File: config.mk
export PLATFORM = sky130hd
export DESIGN_NAME = reg_file
export DESIGN_NICKNAME = d
export VERILOG_FILES = /design/src/hw/rv_isa_pkg.sv /design/src/hw/reg_file.sv
export SDC_FILE = /design/constraint.sdc
export NUM_CORES = 2
export LEC_CHECK = 0
export ABC_AREA = 0
export CAP_MARGIN = 10
export CELL_PAD_IN_SITES_DETAIL_PLACEMENT = 0
export CELL_PAD_IN_SITES_GLOBAL_PLACEMENT = 1
export CORE_ASPECT_RATIO = 0.7
export CORE_MARGIN = 3
export CORE_UTILIZATION = 50
export DETAILED_ROUTE_END_ITERATION = 8
export DONT_BUFFER_PORTS = 1
export PLACE_DENSITY = 0.85
export SETUP_SLACK_MARGIN = 0.1
export SKIP_LAST_GASP = 1
export SYNTH_ARGS = -nofsm -noshare
export SYNTH_HDL_FRONTEND = slang
export SYNTH_SLANG_ARGS = --single-unit
File: constraint.sdc
create_clock -name clk -period 2.95 [get_ports clk]
set_input_delay 0.1475 -clock clk [delete_from_list [all_inputs] [get_ports clk]]
set_output_delay 0.1475 -clock clk [all_outputs]
set_load 0.05 [all_outputs]
File: src/hw/rv_isa_pkg.sv
package rv_isa_pkg;

  typedef logic [31:0] word_t;     // data, instruction or address
  typedef logic [4:0]  reg_addr_t; // x0..x31
  typedef logic [6:0]  opcode_t;
  typedef logic [2:0]  funct3_t;
  typedef logic [3:0]  alu_op_t;

  // alu operations
  localparam alu_op_t alu_add  = 4'd0;
  localparam alu_op_t alu_sub  = 4'd1;
  localparam alu_op_t alu_sll  = 4'd2;
  localparam alu_op_t alu_slt  = 4'd3;
  localparam alu_op_t alu_sltu = 4'd4;
  localparam alu_op_t alu_xor  = 4'd5;
  localparam alu_op_t alu_srl  = 4'd6;
  localparam alu_op_t alu_sra  = 4'd7;
  localparam alu_op_t alu_or   = 4'd8;
  localparam alu_op_t alu_and  = 4'd9;

  // major opcodes, rv32i base table
  localparam opcode_t op_reg_reg  = 7'b01_100_11;
  localparam opcode_t op_reg_imm  = 7'b00_100_11;
  localparam opcode_t op_lui      = 7'b01_101_11;
  localparam opcode_t op_auipc    = 7'b00_101_11;
  localparam opcode_t op_jal      = 7'b11_011_11;
  localparam opcode_t op_jalr     = 7'b11_001_11;
  localparam opcode_t op_branch   = 7'b11_000_11;
  localparam opcode_t op_misc_mem = 7'b00_011_11;
  localparam opcode_t op_system   = 7'b11_100_11;

  // funct7 field values
  localparam logic [6:0] funct7_base = 7'b000_0000;
  localparam logic [6:0] funct7_alt  = 7'b010_0000; // sub, sra, srai

endpackage

File: src/hw/reg_file.sv
module reg_file (
  input  logic                  clk,
  input  logic                  rst,
  input  rv_isa_pkg::reg_addr_t rs1,
  input  rv_isa_pkg::reg_addr_t rs2,
  input  rv_isa_pkg::reg_addr_t rd,
  input  logic                  we,
  input  logic                  commit,
  input  rv_isa_pkg::word_t     wdata,
  output rv_isa_pkg::word_t     rs1_data,
  output rv_isa_pkg::word_t     rs2_data
);
  import rv_isa_pkg::*;

  word_t regs [32];

  // x0 stays zero, decode never raises we for rd == 0
  always_ff @(posedge clk) begin
    if (rst) begin
      for (int i = 0; i < 32; i++) begin
        regs[i] <= '0;
      end
    end else if (commit && we) begin
      regs[rd] <= wdata;
    end
  end

  assign rs1_data = regs[rs1];
  assign rs2_data = regs[rs2];

endmodule

## Word-level counts from Yosys, hierarchy flattened

Memory sizes are Yosys's and may differ from the RTL's.
Cells that the tools add are included.

| cells by class | value |
|---|---|
| muxes and demuxes | 8 |
| reductions and logical operators | 2 |

Operators with widths:

| operator | number |
|---|---|
| two-way mux 32 bit | 1 |
| OR reduction 32 bit | 1 |
| two-way mux 1 bit | 6 |
| two-way mux 5 bit | 1 |
| logical AND 1 bit | 1 |

| storage, ports and cells | value |
|---|---|
| flip-flop bits (word level) | 0 |
| bits in writable memories | 1024 |
| bits of input ports | 51 |
| memories kept | 1 |

Memory list:

| name | depth | bits a word | rd ports | clocked after Yosys merged registers in | wr ports | RTL line | text |
|---|---|---|---|---|---|---|---|
| regs | 32 | 32 | 2 | 0 | 32 | reg_file.sv:15 | `word_t regs [32];` |

## Longest topological paths before layout

| logic depth | value |
|---|---|
| word-level depth | 6 |
| gate-level depth with buffers | 8 |
| depth with buffers taken out | 5 |

## Worst setup path before layout

No wires, ideal clock.

| timing path | value |
|---|---|
| kind | input -> output |
| start | input port rs2[1] |
| end | output port rs2_data[25] |
| arrival | 1559 ps |
| required time | 2803 ps |
| slack | 1243 ps |
| stages | 8 |
| buffers on the path | 4 |
| path through | buf_4 > buf_6 > buf_6 > buf_6 > mux2i_1 > a22oi_1 > a31oi_1 > nand3_1 |

| between the ends | value |
|---|---|
| longest elaborated chain between the ends | 1 |

Ends and longest elaborated chain:

| element | RTL line | text |
|---|---|---|
| start: declaration | reg_file.sv:5 | `input rv_isa_pkg::reg_addr_t rs2,` |
| memory (32 x 32 bit) | n/a |  |
| end: declaration | reg_file.sv:11 | `output rv_isa_pkg::word_t rs2_data` |

No other way between the ends.

## Worst setup path after layout

| timing path | value |
|---|---|
| start | input port rs2[1] |
| end | output port rs2_data[11] |

Same word-level chain as after synthesis.

==> metrics <==
Placer Congestion 0.862; RSZ-0062 raised after global routing false; Die H 287 um; Final Util 55.4%; kind of critical path in -> out; number of global-route vias before repair 38200; WHS Path Cells 2; final worst slack -1.72 ns; Period minus WS final 4.67 ns; H-tree depth 3; Antenna Nets Post-Route 0; syn_nets 4691; initial antenna violation count 16; Seq/Total Area, Yosys 54.6%; GRT Resource Usage Total 31.9%; max FFs per register 1024; startpoint types primary input; Die ar. 117000 um^2; area grow syn2layout 9.38%; worst-path fanout max 512; post-synthesis cell count 4640; Crit path required time 2.80 ns; Final Max Slew Viols 500; Synth cell types 30; CTS root buf clkbuf_16; grt ovf 0; Hold EP regs[3][31]; starting density of the core 50.6%; Worst-path clk slew 0.06 ns; Biggest register regs; via count 39400; DRT iter0 DRCs 5553; FMAX 0.214 GHz; clock buffer depth 3; drt drc 0; Clock Sinks 1024; Power Dens Cells 550 nW/um^2; endpoints failing setup 24; sum of routed wire length over all layers 189 mm; routed length per instance 30.8 um; share of layout cells above drive strength 1 9.28%; router iterations before antenna repair 6; status finished, violations left; Yosys reg bits 1024; num rows 102; CTS tree done; CP Data Arrival Time 4.53 ns; critical hold path startpoint rst; CP Capture Type primary output; synthesized area 56300 um^2; Final #Nets 4594; largest net degree at the start of global routing 513; Core ar. 111000 um^2; PortBufs 0; Lkg Pwr 23.9 nW; final hold violations 0; die width 407 um; I/O Pins 115; final cell count without fillers 6139; Max Cap Viol 0; YS warnings 0; Vias/cell 6.42; first-pass GRT wire length 269 mm; fin crit share 158%; Placed Cells 5903; failing checks slew limit, setup timing; DP HPWL 107 mm; Tightest Pin Transition 4.65 ns; postcts setup bufs 0; worst min-delay path class in -> reg; Max IR drop VDD 0.000583 V; Mapped Avg Cell Area 12.1 um^2; worst slew margin relative to its limit -210%; biggest regs regs: 1024 flops; CTS Buf Count 100
==> routing by layer <==
metal  share of wire (%)  GRT usage, %  wire [um]
met1                  40          45.3      76300
met4                 4.5          13.4       8490
met2                  42          45.4      79200
met3                  13          9.48      25000
met5              0.0085             0         16
==> report_power, final <==
group	internal [mW]	switching, mW
combinational	1.61	2.75
sequential	16.8	0.408
clock	6.70	5.65
==> cells in the mapped netlist (all sizes together) <==
cell type / number / share of area [%]
a21oi: 192 / 1.7
a22o: 128 / 2.0
a22oi: 192 / 2.6
a31oi: 64 / 0.71
and2: 1026 / 11
buf: 193 / 2.3
clkbuf: 255 / 1.9
edfxtp: 1024 / 55
mux2i: 1024 / 18
nand2: 197 / 1.3
nand2b: 5 / 0.056
nand3: 194 / 1.7
nand3b: 4 / 0.076
nor2: 36 / 0.39
nor2b: 4 / 0.044
nor3: 65 / 0.59
or2: 34 / 0.38
or3: 1 / 0.020
or3b: 2 / 0.040
==> worst max-delay path: stages <==
cell	delay, ns
mux2i_1	1.42
a22oi_1	0.21
nand3_1	0.19
nand3_1	0.14
buf_4	0.22
==> timing repair <==
item | 4_1_cts | 5_1_grt
gates resized for setup | 0 | 1
setup endpoints to repair | 0 | 1
hold endpoints to repair | 1112 | 0
hold buffers | 45 | 0
==> per-stage QoR <==
| stage | instance area (um^2) | setup WS, ns | hold WS (ns) | power, mW | setup TNS, ns |
|---|---|---|---|---|---|
| finish | 61600 | -1.72 | 0.0280 | 33.9 | -27.55 |
| global route | 61600 | 0.101 | 0.0165 | 34.6 | 0 |
| CTS | 61500 | 0.269 | 0.000652 | 33.7 | 0 |
| detailed placement | 58000 | 0.689 | 0.350 | 21.3 | 0 |
| global placement | 58000 | 0.673 | 0.348 | 21.2 | 0 |
| floorplan | 56300 | 1.24 | 0.346 | 20.3 | 0 |
==> how the worst max path moves through the flow <==
stage                              end        start  slack, ns
after detailed placement   rs1_data[1]       rs1[2]       0.69
after global placement     rs1_data[1]       rs1[2]       0.67
after global routing      rs2_data[28]  regs[0][28]       0.10
after CTS                  rs2_data[3]   regs[2][3]       0.27
final                     rs2_data[11]       rs2[1]      -1.72
after floorplan           rs2_data[25]       rs2[1]       1.24
==> cells by family after synthesis <==
kind of cell | synth area share, %
mux | 18.2
compound gates | 6.97
simple gates | 16.0
flops | 54.6
buf+inv | 4.14
==> layout by cell type, fill, tap and decap left out, types with 3 or more instances in the layout <==
cell,count
nand3b_1,3
buf_12,40
clkbuf_1,22
a22oi_1,192
a22o_1,128
or2_2,34
nor2_4,30
nand3_1,192
nor3_1,64
clkinv_2,19
and2_1,1024
dlygate4sd3_1,39
nor2b_4,4
a31oi_1,64
clkbuf_16,103
bufinv_16,4
nand2b_2,4
nand2_2,3
edfxtp_1,1024
mux2i_1,1024
a21oi_1,192
clkinv_1,29
nor2_2,5
nand2_1,194
diode_2,9
buf_4,169
==> cell type report <==
cell class	instances	area (um^2)
Tap cell	1508	1890
Antenna cell	9	22.5
Fill cell	8995	49600
Sequential cell	1024	30700
Clock buffer	125	2660
Clock inverter	56	357
Multi-Input combinational cell	3168	23400
Timing Repair Buffer	249	2470
(Power assumes the default switching activity.)
