$ cat config.mk
export PLATFORM = sky130hd
export DESIGN_NAME = next_pc
export DESIGN_NICKNAME = d
export VERILOG_FILES = /design/src/hw/rv_isa_pkg.sv /design/src/hw/core_cfg_pkg.sv /design/src/hw/next_pc.sv
export SDC_FILE = /design/constraint.sdc
export NUM_CORES = 1
export LEC_CHECK = 0
export ABC_AREA = 1
export BUFFER_PORTS_ARGS = -buffer_cell sky130_fd_sc_hd__clkbuf_2
export CAP_MARGIN = 20
export CORE_AREA = 2 2 119 121
export DETAILED_ROUTE_END_ITERATION = 12
export DIE_AREA = 0 0 121 123
export GPL_TIMING_DRIVEN = 0
export PLACE_DENSITY = 0.77
export SETUP_SLACK_MARGIN = 0.15
export SYNTH_ARGS = -nofsm -noshare
export SYNTH_HDL_FRONTEND = slang
export SYNTH_SLANG_ARGS = --single-unit
$ cat constraint.sdc
create_clock -name clk -period 2 [get_ports clk]
set_input_delay 0.3 -clock clk [delete_from_list [all_inputs] [get_ports clk]]
set_output_delay 0.3 -clock clk [all_outputs]
set_load 0.03 [all_outputs]
$ cat src/hw/rv_isa_pkg.sv
package rv_isa_pkg;

  typedef logic [31:0] word_t;     // data, instruction or address
  typedef logic [4:0]  reg_addr_t; // x0..x31
  typedef logic [6:0]  opcode_t;
  typedef logic [2:0]  funct3_t;
  typedef logic [3:0]  alu_op_t;

  // alu operations
  localparam alu_op_t alu_add  = 4'd0;
  localparam alu_op_t alu_sub  = 4'd1;
  localparam alu_op_t alu_sll  = 4'd2;
  localparam alu_op_t alu_slt  = 4'd3;
  localparam alu_op_t alu_sltu = 4'd4;
  localparam alu_op_t alu_xor  = 4'd5;
  localparam alu_op_t alu_srl  = 4'd6;
  localparam alu_op_t alu_sra  = 4'd7;
  localparam alu_op_t alu_or   = 4'd8;
  localparam alu_op_t alu_and  = 4'd9;

  // major opcodes, rv32i base table
  localparam opcode_t op_reg_reg  = 7'b01_100_11;
  localparam opcode_t op_reg_imm  = 7'b00_100_11;
  localparam opcode_t op_lui      = 7'b01_101_11;
  localparam opcode_t op_auipc    = 7'b00_101_11;
  localparam opcode_t op_jal      = 7'b11_011_11;
  localparam opcode_t op_jalr     = 7'b11_001_11;
  localparam opcode_t op_branch   = 7'b11_000_11;
  localparam opcode_t op_misc_mem = 7'b00_011_11;
  localparam opcode_t op_system   = 7'b11_100_11;

  // funct7 field values
  localparam logic [6:0] funct7_base = 7'b000_0000;
  localparam logic [6:0] funct7_alt  = 7'b010_0000; // sub, sra, srai

endpackage

$ cat src/hw/core_cfg_pkg.sv
package core_cfg_pkg;

  // sequencer states, two cycles per instruction
  typedef enum logic [1:0] {
    st_idle,
    st_fetch,
    st_exec,
    st_halt
  } core_state_t;

  typedef logic [31:0] count_t; // wraps silently

  // pc after reset
  localparam rv_isa_pkg::word_t reset_pc = 32'h0000_0000;

endpackage

$ cat src/hw/next_pc.sv
module next_pc (
  input  logic              clk,
  input  logic              rst,
  input  logic              commit,
  input  logic              is_branch,
  input  logic              is_jal,
  input  logic              is_jalr,
  input  logic              branch_taken,
  input  rv_isa_pkg::word_t rs1_data,
  input  rv_isa_pkg::word_t imm,
  output rv_isa_pkg::word_t pc
);
  import rv_isa_pkg::*;
  import core_cfg_pkg::*;

  word_t pc_plus4;
  word_t pc_rel;   // jal and branch target
  word_t reg_rel;  // jalr target
  word_t pc_nxt;

  assign pc_plus4 = pc + 32'd4;
  assign pc_rel   = pc + imm;
  assign reg_rel  = (rs1_data + imm) & ~32'd1;

  always_comb begin
    if (is_jal || (is_branch && branch_taken)) begin
      pc_nxt = pc_rel;
    end else if (is_jalr) begin
      pc_nxt = reg_rel;
    end else begin
      pc_nxt = pc_plus4; // fall through, fence included
    end
  end

  // only moves at the end of a committed exec cycle
  always_ff @(posedge clk) begin
    if (rst) begin
      pc <= reset_pc;
    end else if (commit) begin
      pc <= pc_nxt;
    end
  end

endmodule

Word level (Yosys, flattened, before mapping)
Cells that the tools add are included.
{"block": "word_totals", "ff_bits": 32, "rom_bits": 0, "latchBits": 0, "output_inout_bits": 32, "elab_cells": 8, "n_memories": 0, "ramBits": 0, "inputBits": 71}
{"block": "classes", "shift": 0, "muxes": 2, "order_cmp": 0, "n_reduce_logical": 2, "div": 0, "n_eq_ne": 0, "n_bitwise": 0, "multipliers": 0, "n_addsub": 3}
{"operator": "$add 32x32->32", "count": 2}
{"operator": "$mux 32", "count": 2}
{"operator": "$add 32x3->32 const B", "count": 1}
{"operator": "$logic_and 1x1->1", "count": 1}
{"operator": "$logic_or 1x1->1", "count": 1}

Depth between registers and ports, before layout
{"block": "logic_depth", "depth_word": 3, "ltp_mapped": 16, "mapped_depth_nobuf": 16}

Worst setup path before layout
Ideal clock, no wire load.
{"block": "synth_path", "path_type": "register to register", "from": "register pc[0]", "to": "register pc[20]", "n_path_buf": 0, "arrival_ns": 1.980, "required_ns": 1.885, "stages_incl_launch_ff": 15, "slack_ns": -0.095, "setup_time_ns": 0.115, "period_less_slack_ns": 2.095, "path_cell_list": "dfxtp_1 > ha_1 > fa_1 > nand2_1 > nand2_1 > o21ai_2 > inv_1 > nand2_1 > nand2_1 > a21oi_1 > inv_1 > nand2_1 > nand3b_1 > a21oi_1 > nor2_1"}
{"block": "synth_via", "elab_chain_cells": 3, "word_cells_on_any_way": 4, "cone_classes": "add/sub (2); mux (2)"}
{"element": "from (decl)", "line": "next_pc.sv:11", "source": "output rv_isa_pkg::word_t pc"}
{"element": "from (signal assigned)", "line": "next_pc.sv:38", "source": "pc <= reset_pc;"}
{"element": "from (signal assigned)", "line": "next_pc.sv:40", "source": "pc <= pc_nxt;"}
{"element": "$add 32x3->32", "line": "next_pc.sv:21", "source": "assign pc_plus4 = pc + 32'd4;"}
{"element": "$mux 32", "line": "next_pc.sv:28", "source": "end else if (is_jalr) begin"}
{"element": "$mux 32 (*)", "line": "next_pc.sv:26", "source": "if (is_jal || (is_branch && branch_taken)) begin"}
Mark *: on every way between the ends. The rest lies on a longest branch, timed or not.
A chain may end at the register's enable or synchronous reset.

Worst setup path after layout
{"block": "layout_path", "from": "register pc[0]", "to": "register pc[16]"}
The elaborated chain is that of the path after synthesis.

==> results list <==
* HPWL reported at the end of detailed placement: roughly 21 mm
- In this run, synthesis inferred 0 flip-flops with an integrated enable.
- The number of global-route vias before repair is between 7000 and 8000.
- Among cell families on the critical path, the largest total delay comes from simple AND/OR/NAND/NOR gates.
- Synth area leader: sky130_fd_sc_hd__nand2_1
- Sorting the synthesized cells by area gives the leading types as sky130_fd_sc_hd__nand2_1 (22%), sky130_fd_sc_hd__ha_1 (12%), sky130_fd_sc_hd__a21oi_1 (9.9%).
- Of the total power, registers draw 20.0%.
- Of the post-synthesis cell area, the dominant cell type holds between 20% and 30%.
- In the post-route analysis, the smallest setup slack over all paths is -0.176 ns.
- More flip-flops sit in one register than any other, and that register is pc.
* Remaining antenna violation count: 0
- The synthesized design contains 32 register bits.
- Synthesis produced a netlist with a net count of approximately 1300.
- In this run the critical register-to-register path is launched from pc[0].
- Clock tree synthesis found a total of 32 sinks.
- DRT Wirelength: 27.7 mm
- Post-Route Hold Slack: about 0.45 ns
* Comb power frac: a little over three fifths
- Of all flip-flops after synthesis, the portion carrying an async set or reset was 0%.
- Via count: just under 9000
* Initial antenna violation count: 0
- In this run the most critical hold path is launched from commit.
* Power density cells: approximately 520 nW/um2
- Ports placed on the boundary: 103
* Final Cycle Share: 109%
* Slew at the pin with the worst max-slew slack: 0.750 ns
- Entering global routing, the biggest net connects 11 pins.
* Clock Power Share: between 10% and 20%
- The worst setup path is captured at a flop.
- Count of distinct cell types in the synthesized netlist: 41
- Walking the worst path, the cells encountered are ha_4 > fa_2 > nand2_2 > nand2_2 > o21ai_4 > inv_1 > nand2_1 > nand2_2 > a21oi_2 > nand2_1 > nand3_2 > nand2_2 > a21oi_2 > nor2_1.
- Syn_area_per_cell: ~5.5 um2
- The number of pins with negative max-slew slack in the final report is 0.
- Count of routing violations after the opening detailed-route iteration: between 900 and 1000
- Core Area: approximately 14000 um2
- Setup repair after global routing could not meet its margin everywhere.
* Start-to-end type of the worst setup path: flop to flop
- Buf+Inv Stages, Crit Path: 1
- Worst hold path cell count: 4
* Clock latency of the later-clocked register in the worst-skew pair: about 0.29 ns
- The analysis attributes to net switching a power of between 2 and 2.5 mW.
- Cell count after synthesis: 1181
- Internal power summed over all cells: between 2 and 2.5 mW
* Number of CTS-inserted buffers: 5
* Final weighted congestion of routability-driven global placement: ~0.96
* Routed via count divided by cell count: just under 6
- For the worst flop-to-flop path, the logic depth is 14.
* CTS tree: built
- CTS placed an instance of sky130_fd_sc_hd__clkbuf_16 at the clock tree root.
* Leakage power figure: 4.23 nW
- Flip-flop count of the largest register after layout: 32
- Share of the yosys chip area belonging to registers: roughly 9.9%
- In the final design database the tool counted 1451 nets.
- Cell mode on critical path: sky130_fd_sc_hd__nand2_2
- After layout, the minimum clock period comes to roughly 2.2 ns.
- In the routed design, unresolved DRC markers number 0.
- Required time at the worst-slack endpoint: around 2.2 ns
* Crit-path slowest cell: sky130_fd_sc_hd__fa_2
- Number of warnings issued by yosys: 0
- Total overflow reported by the global router: 0
- Largest registers: pc (32)
* Count of input and output buffers: 100
* Crit path launch type: flop
- The die covers 14900 um2.
* Final TNS setup: -1.40 ns
- Worst relative slew slack: 50.0%
* Setup slack on the worst flop-to-flop path: -0.18 ns
- Switching portion of total power: about half
* Final worst clock skew: between 0.007 and 0.008 ns
* Combined global-route utilization of all metal layers: a little over a third
- The floorplan step set the die height to about 120 um.
- Flip-flop cell with the highest count after synthesis: sky130_fd_sc_hd__dfxtp_1
- The initialized floorplan defines 43 standard-cell rows.
* Width of the chip: 121 um
- Worst slack, placed: -0.325 ns
* VDD IR-drop max: about 0.34 mV
- Number of endpoints with negative hold slack in the final report: 0
- The worst hold path belongs to the class primary input to flop.
- Endpoint of the worst hold path: pc[13]
- Setup violations remaining at the end of the flow were counted as 12.
- Max-Cap Viols: 0
- Diodes inserted: 0
- Relative to the synthesized area, the layout overhead comes to 32.5%.
- No sink is reached through more buffers than the 2 on the longest clock path.
* Avg WL per Cell: between 15 and 20 um
* Violations in the final reports: negative setup slack
- The H-tree generated during clock tree synthesis spans 2 levels.
- Delay of the slowest cell on the worst path: approximately 0.40 ns
- The first global-routing pass estimated about 40 mm of wire.
- Clock slew at reported path FFs: roughly 0.060 ns
- Initial Util: roughly 47%
- Of all nets on the critical path, the largest fanout is 4.
- For this run, the detailed router's first-pass iteration total came to 6.
* Run status: finished with violations
- Data on the critical path arrives at its endpoint at between 2 and 2.5 ns.
* Ratio of cells with drive above 1 in the final layout: between 20% and 30%
- Timing would allow up to ~460 MHz.
- After synthesis the cells add up to 6450 um2.
- In this run the critical register-to-register path is captured at pc[16].
==> kinds of logic (layout without fill, tap and decap cells) <==
logic type,count (synthesis),count (layout),share of synthesized area [%]
fa+ha+maj,64,64,12.6
flops,32,32,9.93
compound gates,229,229,18.9
buf+inv,168,304,10.1
xor+xnor,43,43,5.84
simple gates,645,645,42.6
==> layout make-up <==
| cell class | count | area [um2] |
|---|---|---|
| timing repair buffer | 128 | 756 |
| fill | 1288 | 5060 |
| clock inverter | 2 | 10.0 |
| inverter | 147 | 552 |
| buffer | 21 | 101 |
| tap | 180 | 225 |
| multi-input combinational | 981 | 6040 |
| sequential | 32 | 724 |
| clock buffer | 6 | 139 |
==> per-layer routing <==
layer	share of wire (%)	track usage, %	vias up
li1	-	-	4138
met1	39	45.4	4073
met2	45	58.2	510
met3	10	4.89	121
met4	5.1	13.9	0
met5	0	0	-
==> synth_stat cells (4+ instances only) <==
library cell                 n
sky130_fd_sc_hd__a31oi_1     4
sky130_fd_sc_hd__xor2_1     29
sky130_fd_sc_hd__xnor2_1    14
sky130_fd_sc_hd__nor2_4      5
sky130_fd_sc_hd__a21oi_1   128
sky130_fd_sc_hd__inv_1     144
sky130_fd_sc_hd__a21o_1      5
sky130_fd_sc_hd__clkbuf_1   14
sky130_fd_sc_hd__nand2_1   381
sky130_fd_sc_hd__nor3_1     15
sky130_fd_sc_hd__o21bai_1    9
sky130_fd_sc_hd__nand3b_1   10
sky130_fd_sc_hd__nand3_1    82
sky130_fd_sc_hd__dfxtp_1    32
sky130_fd_sc_hd__nand2_2     4
sky130_fd_sc_hd__nand4_1    10
sky130_fd_sc_hd__ha_1       62
sky130_fd_sc_hd__nor2_1    121
sky130_fd_sc_hd__o21ai_0    72
==> worst register-to-register path, delay by kind of cell, from the launching register on <==
| family | cells | cell delay (ns) |
|---|---|---|
| buf+inv | 1 | 0.08 |
| flops | 1 | 0.36 |
| simple gates | 8 | 0.69 |
| fa+ha+maj | 2 | 0.56 |
| compound gates | 3 | 0.36 |
==> through the flow <==
step / power (mW) / util (%) / area [um2] / std cells
3_5_place_dp: 3.02 / 53.1 / 7230 / 1461
3_3_place_gp: 3.00 / 53.1 / 7230 / 1461
2_1_floorplan: 2.35 / - / 6510 / 1181
5_1_grt: 4.70 / 62.8 / 8550 / 1497
6_report: 4.46 / 62.8 / 8550 / 1497
4_1_cts: 4.04 / 58.8 / 8000 / 1479
==> power by group through the flow <==
| stage | combinational, mW | sequential [mW] | clock (mW) |
|---|---|---|---|
| after detailed placement | 2.14 | 0.877 | 0 |
| final | 2.78 | 0.894 | 0.784 |
| after global placement | 2.13 | 0.874 | 0 |
| after CTS | 2.39 | 0.882 | 0.767 |
| after floorplan | 1.40 | 0.951 | 0 |
| after global routing | 2.99 | 0.896 | 0.805 |
==> layout by cell type (no fill, tap or decap), drive strengths merged, types with 2 or more instances in the layout <==
| master | count |
|---|---|
| inv | 147 |
| o21ai | 75 |
| o21a | 3 |
| nand3 | 83 |
| nor3 | 20 |
| nand3b | 10 |
| clkbuf | 119 |
| nand2 | 388 |
| nor4 | 3 |
| clkinv | 2 |
| a31oi | 4 |
| xnor2 | 14 |
| nand4 | 10 |
| nor2 | 127 |
| dfxtp | 32 |
| fa | 2 |
| o21bai | 10 |
| ha | 62 |
| and3 | 2 |
| a21oi | 128 |
| xor2 | 29 |
| a21o | 5 |
| buf | 36 |
==> how the worst max path moves through the flow <==
stage	startpoint	endpoint	cells past startpoint
after floorplan	pc[0]	pc[20]	14
after global placement	imm[1]	pc[22]	16
after detailed placement	imm[1]	pc[22]	16
after CTS	pc[0]	pc[28]	14
after global routing	pc[0]	pc[28]	14
final	pc[0]	pc[16]	14
==> timing repair <==
action	4_1_cts	5_1_grt
pin swaps	32	44
buffers inserted	10	18
endpoints found under the setup margin	23	25
gates resized for setup	112	86
endpoints found under the hold margin	0	0
hold buffers	0	0
Note: power is estimated with default switching activity, not from simulation.
