<file path="src/hw/rv_isa_pkg.sv">
package rv_isa_pkg;

  typedef logic [31:0] word_t;     // data, instruction or address
  typedef logic [4:0]  reg_addr_t; // x0..x31
  typedef logic [6:0]  opcode_t;
  typedef logic [2:0]  funct3_t;
  typedef logic [3:0]  alu_op_t;

  // alu operations
  localparam alu_op_t alu_add  = 4'd0;
  localparam alu_op_t alu_sub  = 4'd1;
  localparam alu_op_t alu_sll  = 4'd2;
  localparam alu_op_t alu_slt  = 4'd3;
  localparam alu_op_t alu_sltu = 4'd4;
  localparam alu_op_t alu_xor  = 4'd5;
  localparam alu_op_t alu_srl  = 4'd6;
  localparam alu_op_t alu_sra  = 4'd7;
  localparam alu_op_t alu_or   = 4'd8;
  localparam alu_op_t alu_and  = 4'd9;

  // major opcodes, rv32i base table
  localparam opcode_t op_reg_reg  = 7'b01_100_11;
  localparam opcode_t op_reg_imm  = 7'b00_100_11;
  localparam opcode_t op_lui      = 7'b01_101_11;
  localparam opcode_t op_auipc    = 7'b00_101_11;
  localparam opcode_t op_jal      = 7'b11_011_11;
  localparam opcode_t op_jalr     = 7'b11_001_11;
  localparam opcode_t op_branch   = 7'b11_000_11;
  localparam opcode_t op_misc_mem = 7'b00_011_11;
  localparam opcode_t op_system   = 7'b11_100_11;

  // funct7 field values
  localparam logic [6:0] funct7_base = 7'b000_0000;
  localparam logic [6:0] funct7_alt  = 7'b010_0000; // sub, sra, srai

endpackage

</file>
<file path="src/hw/core_cfg_pkg.sv">
package core_cfg_pkg;

  // sequencer states, two cycles per instruction
  typedef enum logic [1:0] {
    st_idle,
    st_fetch,
    st_exec,
    st_halt
  } core_state_t;

  typedef logic [31:0] count_t; // wraps silently

  // pc after reset
  localparam rv_isa_pkg::word_t reset_pc = 32'h0000_0000;

endpackage

</file>
<file path="src/hw/core_ctrl.sv">
module core_ctrl (
  input  logic clk,
  input  logic rst,
  input  logic start,
  input  logic halt_req,
  output logic fetch,
  output logic commit,
  output logic halt,
  output logic busy
);
  import core_cfg_pkg::*;

  core_state_t state;
  core_state_t state_nxt;

  always_ff @(posedge clk) begin
    if (rst) begin
      state <= st_idle;
    end else begin
      state <= state_nxt;
    end
  end

  always_comb begin
    state_nxt = state;
    case (state)
      st_idle:  if (start) state_nxt = st_fetch; // start ignored elsewhere
      st_fetch: state_nxt = st_exec;
      st_exec:  state_nxt = halt_req ? st_halt : st_fetch;
      default:  state_nxt = state; // halt sticks until reset
    endcase
  end

  assign fetch  = state == st_fetch;
  assign commit = state == st_exec && !halt_req; // no retire for the halting insn
  assign halt   = state == st_halt;
  assign busy   = fetch || state == st_exec;

endmodule

</file>
<file path="config.mk">
export PLATFORM = sky130hd
export DESIGN_NAME = core_ctrl
export DESIGN_NICKNAME = d
export VERILOG_FILES = /design/src/hw/rv_isa_pkg.sv /design/src/hw/core_cfg_pkg.sv /design/src/hw/core_ctrl.sv
export SDC_FILE = /design/constraint.sdc
export NUM_CORES = 1
export LEC_CHECK = 0
export BUFFER_PORTS_ARGS = -buffer_cell sky130_fd_sc_hd__buf_2
export CORE_AREA = 2 2 39 41
export DETAILED_ROUTE_END_ITERATION = 8
export DIE_AREA = 0 0 41 43
export GPL_ROUTABILITY_DRIVEN = 0
export MAX_ROUTING_LAYER = met4
export SLEW_MARGIN = 20
export SYNTH_ARGS = -nofsm -noshare
export SYNTH_HDL_FRONTEND = slang
export SYNTH_SLANG_ARGS = --single-unit
</file>
<file path="constraint.sdc">
create_clock -name clk -period 1.5 [get_ports clk]
set_input_delay 0.3 -clock clk [delete_from_list [all_inputs] [get_ports clk]]
set_output_delay 0.3 -clock clk [all_outputs]
set_load 0.005 [all_outputs]
</file>
# Word level (Yosys, flattened, before mapping)
# Index checks and enable logic that the tools add are counted.
[totals]
reg_bits = 2
inputBits = 4
out_inout_bits = 4
word_cells = 14
[classes]
n_eq_ne = 4
mux = 3
reduce_logical = 6
[op_table]
columns = ["op", "count"]
rows = [
  ["case mux 2 bit (3 select lines)", 1],
  ["equality test 2 bit (second input constant)", 2],
  ["two-way mux 2 bit", 2],
  ["nonzero test 3 bit", 1],
  ["equality test 2 x 1 -> 1 bit (second input constant)", 1],
  ["zero test 2 bit", 1],
  ["!= test 2 bit (second input constant)", 1],
  ["AND reduction 2 bit", 1],
  ["logical AND 1 bit", 1],
  ["zero test 1 bit", 1],
  ["logical OR 1 bit", 1],
]

# Longest topological paths before layout
# Gate-level depths: netlist of the first run.
[logic_depth]
depth_word = 3
ltp_mapped = 4
ltp_nobuf = 4

# Worst setup path before layout of the first run
# OpenSTA, ideal clock, no wires.
[synth_path]
path_kind = "reg-to-reg"
start = "register state[0]"
end = "register state[0]"
setup_ns = 0.121
arrival_ns = 1.236
required_time_ns = 1.379
slack_ns = 0.143
path_stages_with_launch = 5
n_path_buf = 0
synth_period_minus_slack_ns = 1.357
path_cell_list = "dfxtp_1 inv_1 ha_1 mux2i_1 mux2_2"
[synth_between]
elab_chain_len = 3
elab_cells_between_ends = 7
cone_classes = "eq/ne (3); mux (1); reduce/logical (3)"
[synth_rtl]
columns = ["element", "line_no", "text"]
rows = [
  ["start, declared", "core_ctrl.sv:13", "core_state_t state;"],
  ["start signal, assigned", "core_ctrl.sv:18", "state <= st_idle;"],
  ["start signal, assigned", "core_ctrl.sv:20", "state <= state_nxt;"],
  ["equality test 2 x 1 -> 1 bit (tied with other cells)", "core_ctrl.sv:26", "case (state)"],
  ["nonzero test 3 bit (no source line) / != test 2 bit (equally long branches)", "n/a", ""],
  ["AND reduction 2 bit (no source line)", "n/a", ""],
]
# Several ways; a longest one is shown, not always the timed one.
# A chain may end at the register's enable or synchronous reset.

# Final worst setup path of the first run
[layout_path]
start = "register state[1]"
end = "register state[0]"
# Same word-level chain as after synthesis.

==> out/metrics.yaml, run 1 <==
status: "complete, no violations"
first_pass_iters: 2
powerDensity_mw_per_mm2: 1400
reg_top3: "state (2)"
synthCells: 18
final_area_um2: 263
worstPathRequired_ps: 1610
register_area_um2: 41.3
regMostFlops: "state"
routed_wl_um: 365
cts_buffers: 3
num_rows: 14
yosys.area.top_type: "ha_1"
ys_warn_count: 0
antenna_cells: 0
grt_use_total: 0.0626
rsz0062_at_grt: "false"
ir_worst_vdd_mv: 0.205
ctsResizeCount: 0
finalPower_uw: 369
synthesis.nets: 26
die_area_mm2: 0.00176
ys_seq_area_frac: 0.232
antenna_found_initial: 0
grt_max_degree: 5
synth.avg_cell_area_um2: 9.59
min_from: "start"
die_h_um: 43
path_clk_slew_ps: 30
insertion_delay_ps: 230
fin_crit_ps: 1390
critPathKind: "reg2reg"
num_vias: 152
pin_count: 8
largest_register_ffs: 2
grt_pass1_vias: 141
arrival_ps: 1500
fin_worst_skew_ps: 3.09
fin_crit_sh: 0.926
ctsHoldBuffers: 0
cts-root-buf: "clkbuf_4"
reg2reg_from: "state[1]$_SDFFE_PP0P_"
hold_depth: 3
ys_types: 10
crit_path_start_kind: "register"
dieWidth_um: 41
areaGrowthSynthToFinish_pct: 52.2
nets: 39
final_common_cell: "buf_2"
coreArea_mm2: 0.00138
clock.fmax_ghz: 0.720
grt_overflow: 0
drcViolationCount: 0
cts_htree_levels: 1
multiInputGateArea_um2: 129
cts_tree: "yes"
fillers: 155
relSlewSlack: 0.862
worstMarginPinSlew_ps: 203
setup_tns_ps: 0
drive_above_1_share: 0.483
layout_common_cells: "buf_2, nor2b_1, ha_1"
initial_core_util: 0.125
r2r_setup_slack_ps: 110
netlist_area_um2: 173
drt_iter0_markers: 2
cellLeakagePower_nw: 0.139
clockBufferDepth: 2
post_cts_buffers: 0
hold_viol: 0
cts_sinks: 2
synthTopCellsByArea: "ha_1, dfxtp_1, nor2b_1, mux2_2, a32o_1"
routedWlPerCell_um: 8.11
ys_ff_latch: 2
min_to: "state[1]$_SDFFE_PP0P_"
maxCapViolations: 0
avgViaCountPerCell: 3.38
grt_pass1_wl_um: 579
r2r_end: "state[0]$_SDFFE_PP0P_"
synth_top_cell_area_share: 0.290
port_buffers: 7
placed_area_um2: 235
slew_violations: 0
cp-end-kind: "register"
reg2reg_depth: 4
post-route-util: 0.190
final_antenna_net_count: 0
holdCritPathClass: "in2reg"
setup_viol: 0
cp_max_fo: 4
[cells by family after synthesis]
logic type / share of synthesized area
simple gates: 0.210
fa+ha+maj: 0.290
compound gates: 0.101
buf+inv: 0.0435
mux: 0.123
flops: 0.232
[Yosys cell counts]
library cell and instances:
mux2_2 1, a32o_1 1, nor2_1 1, or2b_1 1, a21o_1 1, dfxtp_1 2
ha_1 4, mux2i_1 1, nor2b_1 4, inv_1 2
[routing by layer]
| metal | vias to the layer above | track usage | share of wire |
|---|---|---|---|
| met2 | 6 | 0.0625 | 0.45 |
| met5 | - | - | 0 |
| li1 | 83 | - | - |
| met4 | 0 | 0.0800 | 0 |
| met3 | 0 | 0.0628 | 0.093 |
| met1 | 63 | 0.0541 | 0.45 |
[report_power, final]
group / internal (mW) / switching [mW]
clock network: 0.0884 / 0.0325
logic: 0.0973 / 0.0761
registers: 0.0672 / 0.00710
[critical path: stages, from the launching register on]
cell and delay [ps]:
dfxtp_2 340, inv_1 60, ha_1 310, mux2i_2 210, mux2_2 360
[metrics by stage]
step                instances  hold slack, ps  setup WS [ps]
floorplan                  18             530            143
global placement           42             653            100
detailed placement         42             660           88.9
CTS                        45             422           73.4
global route               45             446           32.2
finish                     45             448            111
[how the worst max path moves through the flow]
| stage | to | depth (start not counted) | from | slack, ps |
|---|---|---|---|---|
| 2_1_floorplan | state[0]$_SDFFE_PP0P_ | 4 | state[0]$_SDFFE_PP0P_ | 140 |
| 3_3_place_gp | state[0]$_SDFFE_PP0P_ | 4 | state[1]$_SDFFE_PP0P_ | 100 |
| 3_5_place_dp | state[0]$_SDFFE_PP0P_ | 4 | state[1]$_SDFFE_PP0P_ | 90 |
| 4_1_cts | busy | 3 | state[1]$_SDFFE_PP0P_ | 70 |
| 5_1_grt | state[0]$_SDFFE_PP0P_ | 4 | state[1]$_SDFFE_PP0P_ | 30 |
| 6_report | state[0]$_SDFFE_PP0P_ | 4 | state[1]$_SDFFE_PP0P_ | 110 |
[cell type report]
type,count,share of cell area
clock buffers,3,0.0857
inverters,2,0.0286
flip-flops and latches,2,0.157
well taps,16,0.0762
repair buffers,8,0.162
multi-input cells,14,0.490
Power figures use the tool's default switching activity.
==> inputs of run 2 (changes only) <==
==> constraint.sdc (replaced) <==
create_clock -name clk -period 1.7 [get_ports clk]
set_input_delay 0.34 -clock clk [delete_from_list [all_inputs] [get_ports clk]]
set_output_delay 0.34 -clock clk [all_outputs]
set_load 0.005 [all_outputs]
==> out/metrics.yaml, run 2 (synthesized netlist as in run 1, its figures left out) <==
placed_area_um2: 228  # -3.2%
routedWlPerCell_um: 7.34  # -9.5%
cp-end-kind: "output port"
cts_buffers: 3  # unchanged
r2r_setup_slack_ps: 300  # +190 ps
cp_cell_sequence: "inv_1 > ha_1 > buf_2"
drcViolationCount: 0  # unchanged
hold_viol: 0  # unchanged
grt_overflow: 0  # unchanged
nets: 38  # -2.6%
min_to: "state[1]$_SDFFE_PP0P_"
hold_depth: 3  # unchanged
cp_max_fo: 4  # unchanged
slew_violations: 0  # unchanged
arrival_ps: 1100  # -400 ps
grt_pass1_vias: 129  # -8.5%
critPathKind: "reg2out"
whs_ps: 463  # +14.9 ps
cts_htree_levels: 1  # unchanged
holdCritPathClass: "in2reg"
ir_worst_vdd_mv: 0.171  # -17%
avgViaCountPerCell: 3.25  # -3.8%
fillers: 157  # +1.3%
crit_path_start_kind: "register"
setup_viol: 0  # unchanged
path_clk_slew_ps: 30  # about the same
relSlewSlack: 0.867  # +0.00519
worstMarginPinSlew_ps: 194  # -9.31 ps
grt_max_degree: 5  # unchanged
areaGrowthSynthToFinish_pct: 44.9
dieWidth_um: 41  # unchanged
coreArea_mm2: 0.00138  # unchanged
cellLeakagePower_nw: 0.137  # -1.3%
cts_sinks: 2  # unchanged
reg2reg_from: "state[0]$_SDFFE_PP0P_"
maxCapViolations: 0  # unchanged
die_area_mm2: 0.00176  # unchanged
status: "complete, no violations"
num_rows: 14  # unchanged
first_pass_iters: 2  # unchanged
final_common_cell: "buf_2"
drive_above_1_share: 0.393  # -0.0899
clockBufferDepth: 2  # unchanged
powerDensity_mw_per_mm2: 1180  # -16%
worstPathRequired_ps: 1360  # -250 ps
post-route-util: 0.181  # -0.00904
setup_tns_ps: 0  # unchanged
grt_pass1_wl_um: 407  # -30%
largest_register_ffs: 2  # unchanged
routed_wl_um: 323  # -12%
antenna_cells: 0  # unchanged
ctsHoldBuffers: 0  # unchanged
regMostFlops: "state"
rsz0062_at_grt: "false"
r2r_end: "state[0]$_SDFFE_PP0P_"
crit_buf_inv: 2  # +1
path_delay_family: "flip-flops"
antenna_found_initial: 0  # unchanged
pin_count: 8  # unchanged
grt_use_total: 0.0441  # -0.0184
insertion_delay_ps: 220  # about the same
cts-root-buf: "clkbuf_4"
final_area_um2: 250  # -4.8%
reg2reg_depth: 4  # unchanged
slowest_stage: "dfxtp_1"
reg_top3: "state (2)"
layout_common_cells: "buf_2, nor2b_1, ha_1"
ctsResizeCount: 0  # unchanged
fin_worst_skew_ps: 1.59  # -1.50 ps
cts_tree: "yes"
port_buffers: 7  # unchanged
initial_core_util: 0.125  # unchanged
final_antenna_net_count: 0  # unchanged
min_from: "start"
cpPeakStageDelay_ps: 350  # about the same
die_h_um: 43  # unchanged
drt_iter0_markers: 2  # unchanged
fin_crit_sh: 0.848
num_vias: 143  # -5.9%
fin_crit_ps: 1440
post_cts_buffers: 0  # unchanged
clock.fmax_ghz: 0.694
run 2: cell types whose count changed in the layout (fill, tap and decap cells not counted), sizes merged:
| cell | change |
|---|---|
| buf | -1 |
run 2: area by class of cell:
type                       instances  area [um^2]  area share
clock buffer                       3         22.5      0.0900
timing repair buffer               7         35.0       0.140
sequential                         2         40.0       0.160
tap                               16         20.0      0.0800
multi-input combinational         14          125       0.500
inverter                           2         7.51      0.0300
run 2: worst reg2reg max path: cells and delay by family, from the launching register on:
kind	cells	cell delay, ps
adder cells (fa/ha/maj)	1	320
buffers and inverters	1	70
flip-flops	1	350
multiplexers	2	540
run 2: stage by stage:
step	power (mW)	setup WS [ps]	std cells
2_1_floorplan	0.157	343	18
3_3_place_gp	0.194	303	41
3_5_place_dp	0.196	281	41
4_1_cts	0.306	240	44
5_1_grt	0.320	190	44
6_report	0.295	259	44
run 2: worst max path at each step:
stage	from	to	cells after the start
2_1_floorplan	state[0]$_SDFFE_PP0P_	state[0]$_SDFFE_PP0P_	4
3_3_place_gp	state[0]$_SDFFE_PP0P_	state[0]$_SDFFE_PP0P_	4
3_5_place_dp	state[0]$_SDFFE_PP0P_	state[0]$_SDFFE_PP0P_	4
4_1_cts	state[0]$_SDFFE_PP0P_	busy	3
5_1_grt	state[0]$_SDFFE_PP0P_	state[0]$_SDFFE_PP0P_	4
6_report	state[0]$_SDFFE_PP0P_	busy	3
run 2: report_power, final:
group | switching (mW) | internal (mW)
logic | 0.0542 | 0.0689
registers | 0.0103 | 0.0588
clock network | 0.0255 | 0.0778
total | 0.0900 | 0.205
run 2: routing by layer:
metal,up-vias,track usage,routed length [um]
met5,-,-,0
met4,0,0.0800,0
met3,0,0.0314,41
met2,6,0.0500,146
met1,58,0.0288,135
li1,79,-,-
