$ cat config.mk
export PLATFORM = sky130hd
export DESIGN_NAME = perf_counters
export DESIGN_NICKNAME = d
export VERILOG_FILES = /design/src/hw/rv_isa_pkg.sv /design/src/hw/core_cfg_pkg.sv /design/src/hw/perf_counters.sv
export SDC_FILE = /design/constraint.sdc
export NUM_CORES = 1
export LEC_CHECK = 0
export ABC_CLOCK_PERIOD_IN_PS = 2200
export BUFFER_PORTS_ARGS = -buffer_cell sky130_fd_sc_hd__buf_2
export CAP_MARGIN = 15
export CORE_MARGIN = 8
export CORE_UTILIZATION = 48
export DETAILED_ROUTE_END_ITERATION = 10
export GPL_TIMING_DRIVEN = 0
export MAX_ROUTING_LAYER = met4
export PLACE_DENSITY = 0.75
export SYNTH_ARGS = -nofsm -noshare
export SYNTH_HDL_FRONTEND = slang
export SYNTH_SLANG_ARGS = --single-unit
$ cat constraint.sdc
create_clock -name clk -period 2.2 [get_ports clk]
set_input_delay 0.44 -clock clk [delete_from_list [all_inputs] [get_ports clk]]
set_output_delay 0.44 -clock clk [all_outputs]
set_load 0.05 [all_outputs]
$ cat src/hw/rv_isa_pkg.sv
package rv_isa_pkg;

  typedef logic [31:0] word_t;     // data, instruction or address
  typedef logic [4:0]  reg_addr_t; // x0..x31
  typedef logic [6:0]  opcode_t;
  typedef logic [2:0]  funct3_t;
  typedef logic [3:0]  alu_op_t;

  // alu operations
  localparam alu_op_t alu_add  = 4'd0;
  localparam alu_op_t alu_sub  = 4'd1;
  localparam alu_op_t alu_sll  = 4'd2;
  localparam alu_op_t alu_slt  = 4'd3;
  localparam alu_op_t alu_sltu = 4'd4;
  localparam alu_op_t alu_xor  = 4'd5;
  localparam alu_op_t alu_srl  = 4'd6;
  localparam alu_op_t alu_sra  = 4'd7;
  localparam alu_op_t alu_or   = 4'd8;
  localparam alu_op_t alu_and  = 4'd9;

  // major opcodes, rv32i base table
  localparam opcode_t op_reg_reg  = 7'b01_100_11;
  localparam opcode_t op_reg_imm  = 7'b00_100_11;
  localparam opcode_t op_lui      = 7'b01_101_11;
  localparam opcode_t op_auipc    = 7'b00_101_11;
  localparam opcode_t op_jal      = 7'b11_011_11;
  localparam opcode_t op_jalr     = 7'b11_001_11;
  localparam opcode_t op_branch   = 7'b11_000_11;
  localparam opcode_t op_misc_mem = 7'b00_011_11;
  localparam opcode_t op_system   = 7'b11_100_11;

  // funct7 field values
  localparam logic [6:0] funct7_base = 7'b000_0000;
  localparam logic [6:0] funct7_alt  = 7'b010_0000; // sub, sra, srai

endpackage

$ cat src/hw/core_cfg_pkg.sv
package core_cfg_pkg;

  // sequencer states, two cycles per instruction
  typedef enum logic [1:0] {
    st_idle,
    st_fetch,
    st_exec,
    st_halt
  } core_state_t;

  typedef logic [31:0] count_t; // wraps silently

  // pc after reset
  localparam rv_isa_pkg::word_t reset_pc = 32'h0000_0000;

endpackage

$ cat src/hw/perf_counters.sv
module perf_counters (
  input  logic                 clk,
  input  logic                 rst,
  input  logic                 busy,
  input  logic                 commit,
  output core_cfg_pkg::count_t cycle_count,
  output core_cfg_pkg::count_t insn_count
);

  // both wrap at 2^32
  always_ff @(posedge clk) begin
    if (rst) begin
      cycle_count <= '0;
      insn_count  <= '0;
    end else begin
      if (busy) begin
        cycle_count <= cycle_count + 1'b1; // fetch and exec cycles only
      end
      if (commit) begin
        insn_count <= insn_count + 1'b1;
      end
    end
  end

endmodule

# --- Yosys cells after proc, flatten, opt, wreduce, memory -nomap -nowiden ---
# Index checks and enable logic that the tools add are counted.
totals:
  inputBits: 4
  reg_bits: 64
  wordCells: 4
  output_inout_bits: 64
classes:
  addsub: 2
op_table:
  columns: ["cell", "count"]
  rows:
  - ["adder 32 x 1 -> 32 bit, second input constant", 2]

# --- Longest topological paths before layout ---
# Gate-level depths: netlist of run 1.
logic_depth:
  depth_word: 1
  depth_mapped: 7
  depth_no_buf: 5

# --- Worst setup path before layout of run 1 ---
# OpenSTA, ideal clock, no wires.
synth_path:
  path_kind: "register to register"
  startpoint: "register cycle_count[0]"
  endpoint: "register cycle_count[30]"
  setup_ns: 0.121
  synth_period_minus_slack_ns: 2.481
  t_required_ns: 2.079
  path_stages_with_launch: 7
  arrival_ns: 2.361
  n_path_buf: 1
  slack_ns: -0.281
  cell_sequence: "dfxtp_1 ha_1 nand3_2 or4_1 buf_2 nor4_1 mux2_2"
synth_between:
  elab_chain_cells: 1
synth_lines:
  columns: ["item", "line_no", "rtl"]
  rows:
  - ["from (decl)", "perf_counters.sv:6", "output core_cfg_pkg::count_t cycle_count,"]
  - ["from (signal assigned)", "perf_counters.sv:17", "cycle_count <= cycle_count + 1'b1;"]
  - ["adder 32 x 1 -> 32 bit", "perf_counters.sv:17", null]
# No other way between the ends.
# A chain may end at the register's enable or synchronous reset.

# --- Worst setup path after layout of run 1 ---
layout_path:
  startpoint: "register cycle_count[0]"
  endpoint: "register cycle_count[26]"
# Same word-level chain as after synthesis.

==> results of run 1 <==
-- layout make-up --
cell class / count / area (um2) / area share (%)
clock inverter: 2 / 10.0 / 0.274
timing repair buffer: 67 / 340 / 9.32
tap: 77 / 96.3 / 2.64
multi-input combinational: 263 / 1660 / 45.3
inverter: 7 / 26.3 / 0.719
buffer: 19 / 82.6 / 2.26
clock buffer: 11 / 141 / 3.87
sequential: 64 / 1300 / 35.6
-- cells in the final DEF, fill, tap and decap left out, types with 5 or more instances in the layout --
cell type  count
a21oi_1       35
and3_1         5
and4_1        11
buf_2         68
clkbuf_1      14
clkbuf_8      10
dfxtp_1       52
dfxtp_2       10
inv_1          7
nand2_1       23
nand3_1       19
nand4_1       16
nor2_1        30
nor3_1         9
o21ai_0        9
o31ai_1       24
or3_1          9
or4_1         27
xnor2_1       13
xor2_1        11
-- through the flow --
step | power (mW) | std cells
finish | 2.09 | 510
global route | 2.17 | 510
CTS | 2.11 | 509
detailed placement | 1.29 | 496
global placement | 1.29 | 496
floorplan | 1.27 | 354
-- state kept, by name (all words and copies together) (netlist names) --
register     flops
cycle_count     32
insn_count      32
-- metal layers --
layer / vias up / wire, um / part of all wire, %
li1: 1487 / - / -
met1: 1413 / 3610 / 46
met2: 83 / 3590 / 46
met3: 13 / 457 / 5.9
met4: 0 / 110 / 1.4
met5: - / 0 / 0
-- path summary, 6_finish.rpt --
kind | startpoint | to | slack, ns | depth (start not counted)
setup reg to reg | cycle_count[0] | cycle_count[26] | 0.09 | 6
setup / recovery | cycle_count[0] | cycle_count[26] | 0.09 | 6
hold / removal | commit | insn_count[0] | 0.46 | 3
hold reg to reg | insn_count[31] | insn_count[31] | 0.49 | 2
-- cell families (layout without fill, tap and decap cells) --
kind of cell,count (synthesis),in the layout,share of synthesized area [%]
mux,5,5,1.78
simple gates,162,162,30.6
buf+inv,27,106,3.56
fa+ha+maj,2,2,0.829
flops,64,64,42.4
xor+xnor,24,24,6.96
compound gates,70,70,13.8
-- repair_timing --
action,4_1_cts,5_1_grt
setup endpoints to repair,1,9
endpoints found under the hold margin,0,0
buffers inserted,0,2
pin swaps,0,4
resized for setup,1,6
-- power by group --
group	leakage [nW]	switching (mW)	internal, mW	total (mW)
registers	0.522	0.0102	1.17	1.18
clock network	0.0809	0.408	0.417	0.825
logic	0.746	0.0636	0.0214	0.0851
-- worst reg2reg max path: cells and delay by family (launching register included) --
family / cells / cell delay (ns)
and+or+nand+nor: 3 / 1.14
adders and majority gates: 1 / 0.20
buffers and inverters: 1 / 0.18
DFF: 1 / 0.37
AOI/OAI and AO/OA: 1 / 0.15
==> flow_summary_export.csv, run 1 <==
group,metric,value,unit
outcome,outcome,"finished, final reports clean",
logic_synthesis,async_flop_share,0,%
routing,drt_pass1_iterations,4,
logic_synthesis,synth_most_common_cell,"dfxtp_1",
finish,utilization,58.9,%
power_and_ir_drop,p_leak,1.35,nW
clock_network,clock_path_buffers,2,
finish,diodes,0,
floorplanning,initial_core_util,48.7,%
sta,whs,0.458,ns
setup_path,critical_path_arrival,2.37,ns
global_route,grt_overflow,0,
setup_path,critPathRequiredTime,2.46,ns
sta,slew_headroom,64.6,%
logic_synthesis,yosysTopAreaCellShare,42.4,%
clock_network,ctsRootBufferMaster,"clkbuf_8",
routing,wl_per_cell,15.2,um
global_route,grt_pass1_vias,2714,
worst_hold_path,hp-class,"input port to flop",
global_route,grt_antenna_before_repair,0,
logic_synthesis,yosys-top-cells-count,"dfxtp_1, a21oi_1, nor2_1, or4_1, o31ai_1",
logic_synthesis,synthesis.area,3020,um2
setup_path,worstPathCellList,"ha_2 > nand3_2 > or4_1 > buf_4 > or4b_1 > a21oi_1",
global_route,grt.total_usage,17.8,%
routing,routed_wl,7770,um
power_and_ir_drop,power_density,571,nW/um2
floorplanning,die-area,9080,um2
logic_synthesis,synth_cells,354,
power_and_ir_drop,peakVddDrop,0.000362,V
sta,layout_setup_ws,0.0907,ns
logic_synthesis,yosysTopAreaCell,"dfxtp_1",
sta,period_share,95.9,%
finish,fillers,569,
finish,syn2layout_area_growth,21.0,%
setup_path,critical-path-top-delay-family,"simple AND/OR/NAND/NOR gates",
routing,antenna_left,0,
place,hpwlAfterDp,5650,um
setup_path,crit_fanout,9,
routing,drc_errors,0,
global_route,met2_usage,27.4,%
logic_synthesis,ys_seq_area_share,42.4,%
floorplanning,rows,29,
global_route,grt_pass1_wl,12500,um
finish,stdcell_area,3650,um2
sta,finClkSkew,0.00752,ns
clock_network,insertion_delay,0.33,ns
setup_path,crit_buf_inv,1,
clock_network,cts_hold_buf,0,
floorplanning,die_x,95.3,um
clock_network,cts_tree,"yes",
sta,hold_viol_final,0,
logic_synthesis,syn_avg_cell_area,8.53,um2
routing,num_vias,2996,
clock_network,path_clk_slew,0.06,ns
logic_synthesis,ys_types,31,
finish,drive_above_1_share,24.2,%
floorplanning,coreArea,6200,um2
logic_synthesis,synth_edf_count,0,
place,port_buffers,65,
global_route,grt_max_degree,11,
clock_network,cts_buffers,9,
logic_synthesis,synth_fp_nets,360,
clock_network,clock-sinks,64,
sta,worstMarginPinSlew,0.531,ns
place,place_area,3460,um2
routing,via_per_inst,5.87,
logic_synthesis,yosys-top-cells-area,"dfxtp_1, or4_1, o31ai_1",
global_route,grt_util_met3,4.02,%
sta,slew_violations,0,
setup_path,slowest_delay,0.51,ns
global_route,gr-usage-met1,21.5,%
sta,setup_viol,0,
finish,nets,437,
place,pre_cts_slack,-0.0896,ns
place,gp_congestion,0.898,
setup_path,end_kind,"flop",
floorplanning,pin_count,68,
clock_network,cts_htree_levels,3,
floorplanning,fp.dieH,95.3,um
logic_synthesis,yosysWarnings,0,
flow_run,max_cap_viol_count,0,
setup_path,cp_slowest_cell,"or4_1",
setup_path,worst-setup-path-type,"flop to flop",
sta,setup_tns,0,ns
sta,finalCriticalPeriod,2.11,ns
global_route,grt_busiest_layer,"met2",
setup_path,cp-start-kind,"flop",
logic_synthesis,synth-seq-cells,64,
sta,max_freq,0.474,GHz
logic_synthesis,synthFlopType,"dfxtp_1",
routing,drt_iter0_markers,202,
No activity file was read; power rests on OpenSTA's default activity.
==> inputs of run 2 (changes only) <==
Settings changed: CORE_UTILIZATION 48 to 26, PLACE_DENSITY 0.75 to default.
==> run 2 against run 1 <==
Largest power group is now clock. Design area rose by 6.5%. Maximum frequency is 1.2% lower. Worst hold slack got worse by 0.0026 ns. Core utilization shrank 25 points. Clock skew decreased by 0.00086 ns. First-iteration DRC count shrank 21%.
==> flow_summary_export.csv, run 2 (synthesized netlist as in run 1, its figures left out) <==
group,metric,value,unit
outcome,outcome,"finished, final reports clean",
clock_network,clock-sinks,64,
power_and_ir_drop,finalPower,2.58,mW
setup_path,critical-path-top-delay-family,"simple AND/OR/NAND/NOR gates",
sta,whs,0.455,ns
sta,setup_tns,0,ns
power_and_ir_drop,switching_share,23.4,%
place,pre_cts_slack,-0.118,ns
power_and_ir_drop,power_frac_clock,50.9,%
setup_path,worstPathCellList,"ha_2 > nand3_2 > or4_4 > buf_6 > nor4_4 > mux2_2",
power_and_ir_drop,combPwrFrac,3.4,%
finish,drive_above_1_share,26.1,%
routing,drc_errors,0,
setup_path,crit_buf_inv,1,
place,hpwlAfterDp,6190,um
floorplanning,initial_core_util,26.6,%
setup_path,critPathRequiredTime,2.42,ns
finish,multiInputGateArea,1670,um2
finish,nets,438,
place,port_buffers,65,
routing,via_per_inst,5.18,
global_route,grt_util_met3,3.67,%
finish,seq_area,1300,um2
power_and_ir_drop,peakVddDrop,0.000425,V
global_route,grt_pass1_wl,14000,um
finish,layout.cells.non_filler,580,
setup_path,slowest_delay,0.53,ns
routing,drt_pass1_iterations,6,
global_route,grt_max_degree,12,
global_route,grt_pass1_vias,2897,
sta,hold_viol_final,0,
sta,layout_setup_ws,0.0648,ns
sta,finClkSkew,0.00667,ns
sta,finalCriticalPeriod,2.14,ns
finish,final_cell_mix,"buf_2, dfxtp_1, a21oi_1, nor2_1, or4_1",
routing,antenna_left,0,
place,dp.cells,562,
power_and_ir_drop,p_int,1.97,mW
finish,utilization,34.2,%
global_route,met2_usage,18.5,%
power_and_ir_drop,pwr-share-seq,45.8,%
sta,period_share,97.1,%
power_and_ir_drop,p_leak,1.42,nW
global_route,gr-usage-met1,14.0,%
routing,drt_iter0_markers,160,
floorplanning,coreArea,11400,um2
setup_path,crit_fanout,9,
floorplanning,die-area,15300,um2
flow_run,max_cap_viol_count,0,
setup_path,r2r_slack,0.06,ns
finish,stdcell_area,3890,um2
finish,diodes,0,
routing,num_vias,3003,
finish,syn2layout_area_growth,28.9,%
sta,slew_violations,0,
clock_network,ctsRootBufferMaster,"clkbuf_16",
power_and_ir_drop,power_density,662,nW/um2
finish,reg_top3,"cycle_count (32), insn_count (32)",
floorplanning,pin_count,68,
routing,routed_wl,8630,um
sta,slew_headroom,61.6,%
setup_path,end_kind,"flop",
power_and_ir_drop,p_switching,603,uW
finish,final_common_cell,"buf_2",
routing,wl_per_cell,14.9,um
sta,rsz0062_at_grt,"false",
setup_path,cp_slowest_cell,"or4_4",
setup_path,worst-setup-path-type,"flop to flop",
clock_network,clock_path_buffers,2,
place,place_area,3540,um2
floorplanning,rows,39,
clock_network,cts_tree,"yes",
setup_path,critical_path_arrival,2.35,ns
sta,setup_viol,0,
clock_network,cts_buffers,9,
worst_hold_path,hp-class,"input port to flop",
floorplanning,fp.dieH,124,um
global_route,grt.total_usage,11.9,%
finish,fillers,1190,
sta,max_freq,0.468,GHz
setup_path,cp-start-kind,"flop",
clock_network,insertion_delay,0.33,ns
global_route,grt_antenna_before_repair,0,
clock_network,cts_htree_levels,3,
global_route,grt_busiest_layer,"met2",
floorplanning,die_x,124,um
global_route,grt_overflow,0,
clock_network,path_clk_slew,0.05,ns
place,gp_congestion,0.861,
sta,worstMarginPinSlew,0.575,ns
run 2: changes by cell type in the layout (fill, tap and decap cells not counted), moves of 2 or more:
cell	previous run	this run
clkinv_2	2	4
clkbuf_16	0	9
clkinvlp_4	0	2
clkbuf_1	14	11
clkbuf_2	0	2
clkbuf_8	10	1
run 2: tightest hold or removal path: stages:
cell and delay, ns:
buf_2 0.15, xnor2_1 0.08, nor2_1 0.07
run 2: power groups by stage:
stage	sequential (mW)	clock [mW]	combinational (mW)
CTS	1.18	1.35	0.0891
finish	1.18	1.31	0.0875
global route	1.18	1.40	0.0958
floorplan	1.23	0	0.0368
detailed placement	1.20	0	0.0886
global placement	1.20	0	0.0880
run 2: path summary, 6_finish.rpt:
path                                         to  depth (start not counted)      startpoint
worst max-delay path            cycle_count[30]                          6  cycle_count[0]
worst max register to register  cycle_count[30]                          6  cycle_count[0]
worst min-delay path              insn_count[0]                          3          commit
worst min register to register   insn_count[31]                          2  insn_count[31]
run 2: metal layers:
metal  up-vias  wire length, um
met5         -                0
met4         0              146
met3        14              478
met2        70             3940
met1      1430             4060
li1       1489                -
run 2: repair_timing:
item / 4_1_cts / 5_1_grt
setup buffers: 0 / 3
gates resized for setup: 3 / 13
setup endpoints to repair: 1 / 11
hold buffers: 0 / 0
pin swaps: 0 / 1
run 2: area by class of cell:
cell class,instances,area share (%)
multi-input combinational,263,43.0
sequential,64,33.4
timing repair buffer,68,8.94
clock buffer,10,6.14
tap,143,4.60
buffer,19,2.28
clock inverter,6,0.900
inverter,7,0.675
